`src/include/blob_track_cfg.svh`:
```
`ifndef BLOB_TRACK_CFG_SVH
`define BLOB_TRACK_CFG_SVH

// pixel coordinate widths, sized for a 720p timing grid
`define BT_HCOUNT_W 11
`define BT_VCOUNT_W 10

`define BT_PIX_W 16 // rgb 5-6-5 word
`define BT_CHAN_W 8 // widened channel and threshold bounds

// channel select codes
`define BT_SEL_W 2
`define BT_SEL_GREEN 2'd0
`define BT_SEL_RED 2'd1
`define BT_SEL_BLUE 2'd2
// code 3 is not valid and never yields a hit

`endif

```
`src/blob_track_pkg.sv`:
```
`default_nettype none
`include "blob_track_cfg.svh"

package blob_track_pkg;

  // one camera pixel with its position
  typedef struct packed {
    logic valid;
    logic new_frame; // first beat of a frame
    logic [`BT_HCOUNT_W-1:0] hcount;
    logic [`BT_VCOUNT_W-1:0] vcount;
    logic [`BT_PIX_W-1:0] rgb565;
  } pixel_beat_t;

  // threshold setup, held for a frame
  typedef struct packed {
    logic [`BT_SEL_W-1:0] sel;
    logic [`BT_CHAN_W-1:0] lower; // inclusive
    logic [`BT_CHAN_W-1:0] upper; // inclusive
  } thresh_cfg_t;

  // classified pixel out of the classifier
  typedef struct packed {
    logic valid;
    logic new_frame;
    logic hit; // channel within bounds
    logic [`BT_HCOUNT_W-1:0] hcount;
    logic [`BT_VCOUNT_W-1:0] vcount;
  } mask_beat_t;

  // bounding box summary of one finished frame
  typedef struct packed {
    logic found; // at least one hit seen
    logic [`BT_HCOUNT_W-1:0] x_min;
    logic [`BT_HCOUNT_W-1:0] x_max;
    logic [`BT_VCOUNT_W-1:0] y_min;
    logic [`BT_VCOUNT_W-1:0] y_max;
    logic [`BT_HCOUNT_W-1:0] x_center;
    logic [`BT_VCOUNT_W-1:0] y_center;
  } box_t;

endpackage

`default_nettype wire

```
`src/pixel_classifier.sv`:
```
`timescale 1ns/1ps
`default_nettype none
`include "blob_track_cfg.svh"

module pixel_classifier import blob_track_pkg::*; (
  input wire clk_pixel,
  input wire sys_rst,
  input wire pixel_beat_t pix,
  input wire thresh_cfg_t cfg,
  output mask_beat_t mask
);

  // 5-6-5 fields padded with zeros up to 8 bits
  logic [`BT_CHAN_W-1:0] red8;
  logic [`BT_CHAN_W-1:0] green8;
  logic [`BT_CHAN_W-1:0] blue8;
  logic [`BT_CHAN_W-1:0] chan_sel; // channel picked by cfg.sel
  logic sel_ok; // select code is a real channel

  // stage 1 registers
  logic s1_valid;
  logic s1_new_frame;
  logic [`BT_HCOUNT_W-1:0] s1_hcount;
  logic [`BT_VCOUNT_W-1:0] s1_vcount;
  logic [`BT_CHAN_W-1:0] s1_chan;
  logic s1_sel_ok;
  logic [`BT_CHAN_W-1:0] s1_lower; // bounds taken with the beat
  logic [`BT_CHAN_W-1:0] s1_upper;

  assign red8 = {pix.rgb565[15:11], 3'b000};
  assign green8 = {pix.rgb565[10:5], 2'b00};
  assign blue8 = {pix.rgb565[4:0], 3'b000};

  always_comb begin
    chan_sel = '0;
    sel_ok = 1'b1;
    case (cfg.sel)
      `BT_SEL_GREEN: chan_sel = green8;
      `BT_SEL_RED: chan_sel = red8;
      `BT_SEL_BLUE: chan_sel = blue8;
      default: sel_ok = 1'b0; // code 3 masks everything off
    endcase
  end

  // stage 1 registers the selected channel plus beat info
  always_ff @(posedge clk_pixel) begin
    if (sys_rst) begin
      s1_valid <= 1'b0;
    end else begin
      s1_valid <= pix.valid;
    end
    s1_new_frame <= pix.new_frame;
    s1_hcount <= pix.hcount;
    s1_vcount <= pix.vcount;
    s1_chan <= chan_sel;
    s1_sel_ok <= sel_ok;
    s1_lower <= cfg.lower;
    s1_upper <= cfg.upper;
  end

  // stage 2 does the inclusive window compare
  always_ff @(posedge clk_pixel) begin
    if (sys_rst) begin
      mask.valid <= 1'b0;
      mask.hit <= 1'b0;
    end else begin
      mask.valid <= s1_valid;
      mask.hit <= s1_valid && s1_sel_ok && (s1_chan >= s1_lower) && (s1_chan <= s1_upper);
    end
    mask.new_frame <= s1_new_frame;
    mask.hcount <= s1_hcount; // coords ride along with the mask
    mask.vcount <= s1_vcount;
  end

  // a hit only ever comes from a valid input beat with a real channel selected
  a_hit_needs_valid: assert property (@(posedge clk_pixel) disable iff (sys_rst)
    mask.hit |-> (mask.valid && $past(pix.valid && (cfg.sel != 2'd3), 2)));

endmodule

`default_nettype wire

```
`src/blob_tracker.sv`:
```
`timescale 1ns/1ps
`default_nettype none
`include "blob_track_cfg.svh"

module blob_tracker import blob_track_pkg::*; (
  input wire clk_pixel,
  input wire sys_rst,
  input wire mask_beat_t mask,
  output box_t box,
  output logic box_valid
);

  logic nf_beat; // valid beat opening a frame
  logic hit_beat; // valid beat inside the window
  logic acc_found; // any hit so far this frame
  logic first_nf; // still waiting on the first frame start

  // running extremes of the current frame
  logic [`BT_HCOUNT_W-1:0] acc_x_min;
  logic [`BT_HCOUNT_W-1:0] acc_x_max;
  logic [`BT_VCOUNT_W-1:0] acc_y_min;
  logic [`BT_VCOUNT_W-1:0] acc_y_max;

  // one extra bit so the sum cannot wrap
  logic [`BT_HCOUNT_W:0] x_sum;
  logic [`BT_VCOUNT_W:0] y_sum;

  assign nf_beat = mask.valid && mask.new_frame;
  assign hit_beat = mask.valid && mask.hit;
  assign x_sum = {1'b0, acc_x_min} + {1'b0, acc_x_max};
  assign y_sum = {1'b0, acc_y_min} + {1'b0, acc_y_max};

  // control and the published box
  always_ff @(posedge clk_pixel) begin
    if (sys_rst) begin
      box <= '0;
      box_valid <= 1'b0;
      acc_found <= 1'b0;
      first_nf <= 1'b1;
    end else begin
      box_valid <= 1'b0; // single cycle pulse
      if (nf_beat) begin
        first_nf <= 1'b0;
        if (!first_nf) begin
          box_valid <= 1'b1;
          if (acc_found) begin
            box <= '{
              found: 1'b1,
              x_min: acc_x_min,
              x_max: acc_x_max,
              y_min: acc_y_min,
              y_max: acc_y_max,
              x_center: x_sum[`BT_HCOUNT_W:1],
              y_center: y_sum[`BT_VCOUNT_W:1]
            };
          end else begin
            box <= '0; // empty frame
          end
        end
        acc_found <= mask.hit; // frame start beat counts in the new frame
      end else if (hit_beat) begin
        acc_found <= 1'b1;
      end
    end
  end

  // extremes; only meaningful while acc_found is set
  always_ff @(posedge clk_pixel) begin
    if (nf_beat || (hit_beat && !acc_found)) begin
      acc_x_min <= mask.hcount; // seed from this beat
      acc_x_max <= mask.hcount;
      acc_y_min <= mask.vcount;
      acc_y_max <= mask.vcount;
    end else if (hit_beat) begin
      if (mask.hcount < acc_x_min) acc_x_min <= mask.hcount;
      if (mask.hcount > acc_x_max) acc_x_max <= mask.hcount;
      if (mask.vcount < acc_y_min) acc_y_min <= mask.vcount;
      if (mask.vcount > acc_y_max) acc_y_max <= mask.vcount;
    end
  end

  // a published box is never inverted
  a_box_ordered: assert property (@(posedge clk_pixel) disable iff (sys_rst)
    (box_valid && box.found) |-> (box.x_min <= box.x_max && box.y_min <= box.y_max));

  // back to back pulses only for back to back frame starts
  a_pulse_width: assert property (@(posedge clk_pixel) disable iff (sys_rst)
    (box_valid ##1 box_valid) |-> ($past(nf_beat, 1) && $past(nf_beat, 2)));

endmodule

`default_nettype wire

```
`src/blob_track_top.sv`:
```
`timescale 1ns/1ps
`default_nettype none
`include "blob_track_cfg.svh"

module blob_track_top import blob_track_pkg::*; (
  input wire clk_pixel,
  input wire sys_rst,
  input wire pixel_beat_t pix, // camera pixel stream
  input wire thresh_cfg_t cfg, // held steady per frame
  output box_t box,
  output logic box_valid
);

  mask_beat_t mask; // classifier to tracker, 2 cycles behind pix

  // channel select and threshold
  pixel_classifier u_classifier (
    .clk_pixel(clk_pixel),
    .sys_rst(sys_rst),
    .pix(pix),
    .cfg(cfg),
    .mask(mask)
  );

  // per frame bounding box
  blob_tracker u_tracker (
    .clk_pixel(clk_pixel),
    .sys_rst(sys_rst),
    .mask(mask),
    .box(box),
    .box_valid(box_valid)
  );

endmodule

`default_nettype wire

```
`config.mk`:
```
export PLATFORM = sky130hd
export DESIGN_NAME = blob_track_top
export DESIGN_NICKNAME = d
export VERILOG_FILES = /design/src/blob_track_pkg.sv /design/src/pixel_classifier.sv /design/src/blob_tracker.sv /design/src/blob_track_top.sv
export VERILOG_INCLUDE_DIRS = /design/src /design/src/include
export SDC_FILE = /design/constraint.sdc
export NUM_CORES = 1
export LEC_CHECK = 0
export BUFFER_PORTS_ARGS = -buffer_cell sky130_fd_sc_hd__buf_2
export CAP_MARGIN = 40
export CORE_MARGIN = 2
export CORE_UTILIZATION = 30
export CTS_BUF_LIST = sky130_fd_sc_hd__clkbuf_4 sky130_fd_sc_hd__clkbuf_8 sky130_fd_sc_hd__clkbuf_16
export CTS_CLUSTER_DIAMETER = 100
export DETAILED_ROUTE_END_ITERATION = 12
export HOLD_SLACK_MARGIN = 0.03
export SYNTH_ARGS = -nofsm -noshare
export SYNTH_HDL_FRONTEND = slang
export SYNTH_SLANG_ARGS = --single-unit
```
`constraint.sdc`:
```
create_clock -name clk_pixel -period 3.2 [get_ports clk_pixel]
set_input_delay 0 -clock clk_pixel [delete_from_list [all_inputs] [get_ports clk_pixel]]
set_output_delay 0 -clock clk_pixel [all_outputs]
set_load 0.1 [all_outputs]
```
### Yosys cells after proc, flatten, opt, wreduce, memory -nomap -nowiden

Index checks and enable logic that the tools add are counted.
Widths: inputs -> output; s select.

| operators by class | value |
|---|---|
| add/sub/neg operators | 2 |
| order comparisons | 6 |
| equality and inequality tests | 2 |
| muxes and demuxes | 18 |
| bitwise operators | 2 |
| reduce and logical (&&, ||, !) cells | 22 |

Operator list:

| cell | number |
|---|---|
| $mux 11 | 6 |
| $mux 64 | 1 |
| $mux 10 | 6 |
| $pmux 8 s3 | 1 |
| $add 11x11->12 | 1 |
| $reduce_bool 2->1 | 6 |
| $add 10x10->11 | 1 |
| $gt 11x11->1 | 1 |
| $lt 11x11->1 | 1 |
| $gt 10x10->1 | 1 |
| $lt 10x10->1 | 1 |
| $reduce_and 2->1 | 5 |
| $ge 8x8->1 | 1 |
| $le 8x8->1 | 1 |
| $logic_and 1x1->1 | 6 |
| $mux 1 | 4 |
| $reduce_or 3->1 | 1 |
| $eq 2x1->1 const B | 1 |
| $eq 2x2->1 const B | 1 |
| $logic_not 2->1 | 1 |
| $not 1->1 | 2 |
| $reduce_or 2->1 | 1 |
| $logic_not 1->1 | 1 |
| $logic_or 1x1->1 | 1 |

| storage, ports and cells | value |
|---|---|
| register bits | 181 |
| input bits | 59 |
| output and inout bits | 65 |

### Logic depth before layout (Yosys ltp)

| depth | value |
|---|---|
| word-level depth | 5 |
| mapped depth | 7 |
| mapped depth without buffers | 7 |

### Cells and area by module

From an unflattened synthesis, not the netlist that was laid out.

| unflattened totals | value |
|---|---|
| cell total of the unflattened synthesis | 708 |
| area, all modules | 7304.5 um2 |

Modules (own cells, without submodules):

| module | instances | cells an instance | area each (um2) | sequential area each (um2) |
|---|---|---|---|---|
| blob_tracker | 1 | 574 | 5474.0 | 2602.5 |
| pixel_classifier | 1 | 134 | 1830.5 | 1401.3 |

### Worst setup path after synthesis

OpenSTA, ideal clock, no wires.

| timing | value |
|---|---|
| path type | reg-to-reg |
| start point | register u_tracker.acc_x_max[6] |
| end point | register u_tracker.acc_x_max[0] (enable) |
| setup time | 397 ps |
| arrival time | 2068 ps |
| required time | 2803 ps |
| slack | 735 ps |
| stages on the path, launching flop included | 7 |
| period minus slack after synthesis | 2465 ps |
| path through | edfxtp_1 -> inv_1 -> ha_1 -> and4_1 -> a41oi_1 -> a21oi_1 -> o31ai_1 |

| between the ends | value |
|---|---|
| longest elaborated chain between the ends | 3 |

RTL lines:

| what | RTL line | text |
|---|---|---|
| from (decl) | blob_tracker.sv:20 | `` logic [`BT_HCOUNT_W-1:0] acc_x_max; `` |
| from (signal assigned) | blob_tracker.sv:71 | `acc_x_max <= mask.hcount;` |
| from (signal assigned) | blob_tracker.sv:76 | `if (mask.hcount > acc_x_max) acc_x_max <= mask.hcount;` |
| $gt 11x11->1 | blob_tracker.sv:76 |  |
| $reduce_bool 2->1 (no line) | -- |  |
| $reduce_and 2->1 (no line) | -- |  |

No other way between the ends.
A chain may end at the register's enable or synchronous reset.

### Final worst setup path

| timing | value |
|---|---|
| start point | register u_tracker.acc_x_max[1] |
| end point | register u_tracker.box[17] (netlist name) |

| between the ends | value |
|---|---|
| longest elaborated chain between the ends | 2 |

RTL lines:

| what | RTL line | text |
|---|---|---|
| $add 11x11->12 | blob_tracker.sv:30 | `assign x_sum = {1'b0, acc_x_min} + {1'b0, acc_x_max};` |
| $mux 64 | blob_tracker.sv:46 | `if (acc_found) begin` |

No other way between the ends.

==> impl_results.rst <==
.. list-table::
   :header-rows: 1

   * - Metric
     - Value
   * - Pin count of the biggest net entering global routing
     - 56
   * - Final setup slack of the worst path
     - 0.973 ns
   * - CP cell instances
     - inv_1 > fa_1 > nor2b_1 > o2111ai_2 > a311oi_1 > o21ai_0 > a32o_1
   * - Result of the run
     - completed
   * - # rows
     - 57
   * - Post-synthesis compound-gate area fraction
     - 13.9%
   * - Post-synth EDFFs
     - 42
   * - Adder-cell share of the synthesized area
     - 12.6%
   * - Max Clock Skew
     - 0.0146 ns
   * - First-pass iteration count of the detailed router
     - 5
   * - Seq/Total Area, Yosys
     - 54.2%
   * - Final routed DRC violation total
     - 0
   * - Via/cell ratio
     - 4.59
   * - Leading cell types in the layout, fill and taps excluded
     - sky130_fd_sc_hd__dfxtp_1, sky130_fd_sc_hd__buf_2, sky130_fd_sc_hd__nand2_1, sky130_fd_sc_hd__a21oi_1, sky130_fd_sc_hd__ha_1
   * - Top cell type's share of synthesized area
     - 37.1%
   * - Layout net count
     - 1030
   * - Number of inserted diodes
     - 0
   * - # H-tree levels
     - 4
   * - Most common library cell in the layout ignoring fill and taps
     - sky130_fd_sc_hd__dfxtp_1
   * - TritonCTS Buffers
     - 17
   * - Layout cells sized above 1
     - 19.2%
   * - Total congestion overflow
     - 0
   * - Total Routed Length
     - 18100 microns
   * - Die Y
     - 161 microns
   * - Worst EP arrival
     - 2.55 ns
   * - Biggest fanout along the worst timing path
     - 3
   * - Total setup violations reported at the end of the flow
     - 0
   * - Total of warnings raised by yosys
     - 0
   * - CP max stage delay
     - 0.46 ns
   * - CP required
     - 3.52 ns
   * - Via count
     - 5667
   * - Number of synthesized register bits
     - 179
   * - Synthesized-area fraction occupied by and/or/nand/nor cells
     - 13.1%
   * - Die Area
     - 25900 sq um
   * - Post-Synthesis Net Count
     - 849
   * - Final critical-path share of the clock period
     - 69.6%
   * - Worst reg-to-reg path cell count
     - 7
   * - Main combinational cell family by area after synthesis
     - compound AO/OA/AOI/OAI gates
   * - Kind of path behind the tightest hold check
     - input pin to register
   * - Wire length of the first global-routing pass
     - 29500 microns
   * - Final hold slack
     - 0.194 ns
   * - Worst vdd rail ir drop
     - 0.000264 V
   * - Number of nets still failing antenna checks after routing
     - 0
   * - Via count of the first global-routing pass
     - 5546
   * - Clock transition at the registers of the reported paths
     - 0.07 ns
   * - Area of the core
     - 24200 sq um
   * - Primary FF master, synth
     - sky130_fd_sc_hd__dfxtp_1
   * - Lkg Pwr
     - 4.22 nW
   * - Max-slew violations
     - 0
   * - Library cells used by synthesis
     - 57
   * - Pwr dens
     - 511 nW/um^2
   * - Period minus WS final
     - 2.23 ns
   * - Area overhead of the layout relative to synthesis
     - 28.9%
   * - Cell types with the largest area share after synthesis
     - sky130_fd_sc_hd__dfxtp_1, sky130_fd_sc_hd__edfxtp_1, sky130_fd_sc_hd__ha_1
   * - Per-instance average area after synthesis
     - 10.3 sq um
   * - Fraction of synthesized cell area in xor and xnor cells
     - 0.949%
   * - Area of the mapped netlist
     - 7380 sq um
   * - Die W
     - 161 microns
   * - Clock tree from TritonCTS
     - yes
   * - Filler instances
     - 2444
   * - Effective utilization at floorplan
     - 30.5%
   * - Detailed placer's ending HPWL
     - 13000 microns
   * - Final routed wire length divided by cell count
     - 14.7 microns
   * - Total global-route track usage
     - 14.5%
   * - Relative slew slack
     - 60.1%
   * - Cell count of the worst hold path
     - 2
   * - Slowest CP cell
     - sky130_fd_sc_hd__fa_1
   * - Setup tns final
     - 0 ns
   * - Synth Instances
     - 717
   * - Io pins
     - 124
   * - Clock Path Buffers
     - 2
   * - Number of design-rule violations left by the first detailed-router iteration
     - 329
   * - RSZ-0062 raised after global routing
     - false
   * - Area of the multi-input gates
     - 3060 sq um
   * - Register area
     - 4010 sq um
   * - Max cap viols
     - 0
   * - Slew at the pin with the worst max-slew slack
     - 0.598 ns
   * - Worst skew pair latency
     - 0.43 ns
   * - Portion of netlist area occupied by mux cells
     - 0.813%
   * - Pre-CTS setup slack
     - 1.07 ns
   * - Placer congestion estimate
     - 0.840
   * - Number of port buffers
     - 123
   * - CTS sink cnt
     - 179
   * - Maximum clock rate
     - 0.449 GHz
   * - Final hold violation count
     - 0
   * - Crit path launch type
     - register
   * - Type of the worst setup path
     - register to register
   * - Post-synth ARST share
     - 0%
   * - Kind of capture point of the worst setup path
     - register
   * - Buffer cell driving the clock tree root
     - sky130_fd_sc_hd__clkbuf_16
   * - Top cell type by total area after synthesis
     - sky130_fd_sc_hd__dfxtp_1
   * - Setup slack of the worst register-to-register path
     - 0.97 ns
   * - Number of antenna violations at the first check in global routing
     - 0
## per-layer routing
metal  track usage, %  vias up  part of all wire, %
li1                 -     2902                    -
met1             19.0     2601                   47
met2             22.4      142                   44
met3             4.52       22                  6.5
met4             5.60        0                  2.4
met5                0        -                    0
## registers in the layout (all words and copies together) (netlist names), 8 cells and up
signal                  flops
u_classifier.s1_lower       8
u_tracker.acc_y_min        10
u_tracker.acc_x_min        11
u_tracker.acc_x_max        11
u_tracker.box              64
u_classifier.s1_hcount     11
u_classifier.mask          24
u_classifier.s1_vcount     10
u_classifier.s1_upper       8
u_tracker.acc_y_max        10
## final timing paths
check,startpoint,endpoint
worst max-delay path,u_tracker.acc_x_max[1],u_tracker.box[17]
worst min-delay path,cfg[3],u_classifier.s1_upper[3]
worst max register to register,u_tracker.acc_x_max[1],u_tracker.box[17]
worst min register to register,u_classifier.s1_hcount[5],u_classifier.mask[15]
## repair_timing
action                                 in CTS  in global routing
setup buffers                               0                  0
endpoints found under the hold margin      54                  0
hold buffers                               55                  0
gates resized for setup                     0                  0
## synthesized netlist by cell type (2+ instances only)
| master | count |
|---|---|
| sky130_fd_sc_hd__a211oi_1 | 7 |
| sky130_fd_sc_hd__a21o_1 | 13 |
| sky130_fd_sc_hd__a21oi_1 | 82 |
| sky130_fd_sc_hd__a22oi_1 | 2 |
| sky130_fd_sc_hd__a31o_2 | 4 |
| sky130_fd_sc_hd__a31oi_1 | 2 |
| sky130_fd_sc_hd__a32o_1 | 3 |
| sky130_fd_sc_hd__a41oi_1 | 2 |
| sky130_fd_sc_hd__and2_1 | 4 |
| sky130_fd_sc_hd__and3_1 | 3 |
| sky130_fd_sc_hd__buf_1 | 3 |
| sky130_fd_sc_hd__buf_2 | 3 |
| sky130_fd_sc_hd__clkbuf_1 | 19 |
| sky130_fd_sc_hd__dfxtp_1 | 137 |
| sky130_fd_sc_hd__edfxtp_1 | 42 |
| sky130_fd_sc_hd__fa_1 | 2 |
| sky130_fd_sc_hd__ha_1 | 71 |
| sky130_fd_sc_hd__inv_1 | 59 |
| sky130_fd_sc_hd__mux2i_1 | 6 |
| sky130_fd_sc_hd__nand2_1 | 84 |
| sky130_fd_sc_hd__nand2b_1 | 4 |
| sky130_fd_sc_hd__nand3_1 | 52 |
| sky130_fd_sc_hd__nand3b_1 | 4 |
| sky130_fd_sc_hd__nand4_1 | 6 |
| sky130_fd_sc_hd__nor2_1 | 12 |
| sky130_fd_sc_hd__nor2b_1 | 7 |
| sky130_fd_sc_hd__nor3b_1 | 5 |
| sky130_fd_sc_hd__nor4_1 | 3 |
| sky130_fd_sc_hd__o2111ai_1 | 3 |
| sky130_fd_sc_hd__o21a_1 | 3 |
| sky130_fd_sc_hd__o21ai_0 | 28 |
| sky130_fd_sc_hd__o21ai_1 | 2 |
| sky130_fd_sc_hd__o21bai_1 | 2 |
| sky130_fd_sc_hd__o31ai_1 | 4 |
| sky130_fd_sc_hd__or3_1 | 6 |
| sky130_fd_sc_hd__xnor2_1 | 5 |
| sky130_fd_sc_hd__xor2_1 | 3 |
## per-stage QoR
| stage | instances | power [mW] | util [%] | cell area, sq um |
|---|---|---|---|---|
| global route | 1235 | 5.08 | 39.3 | 9520 |
| finish | 1235 | 4.86 | 39.3 | 9520 |
| CTS | 1235 | 4.92 | 39.3 | 9520 |
| detailed placement | 1148 | 2.78 | 34.6 | 8380 |
| floorplan | 717 | 2.67 | - | 7380 |
| global placement | 1148 | 2.78 | 34.6 | 8380 |
## power by group
part | leakage [nW] | internal (mW) | switching [mW]
Clock | 0.297 | 1.19 | 0.889
Sequential | 1.51 | 2.38 | 0.0482
Combinational | 2.41 | 0.180 | 0.175
## kinds of logic after synthesis
group / after synthesis
xor+xnor: 8
simple gates: 197
mux: 6
compound gates: 169
buf+inv: 85
fa+ha+maj: 73
flops: 179
## worst max-delay path, delay by kind of cell, from the launching register on
kind	cells	cell delay [ns]
AOI/OAI and AO/OA	4	0.97
adders and majority gates	1	0.46
buffers and inverters	1	0.10
DFF	1	0.39
and+or+nand+nor	1	0.20
## cell type report
cell class | instances | area share, %
Sequential cell | 179 | 42.1
Inverter | 59 | 2.33
Timing Repair Buffer | 188 | 13.0
Multi-Input combinational cell | 453 | 32.1
Clock buffer | 21 | 5.15
Clock inverter | 11 | 1.04
Tap cell | 324 | 4.26
Power figures use the tool's default switching activity.
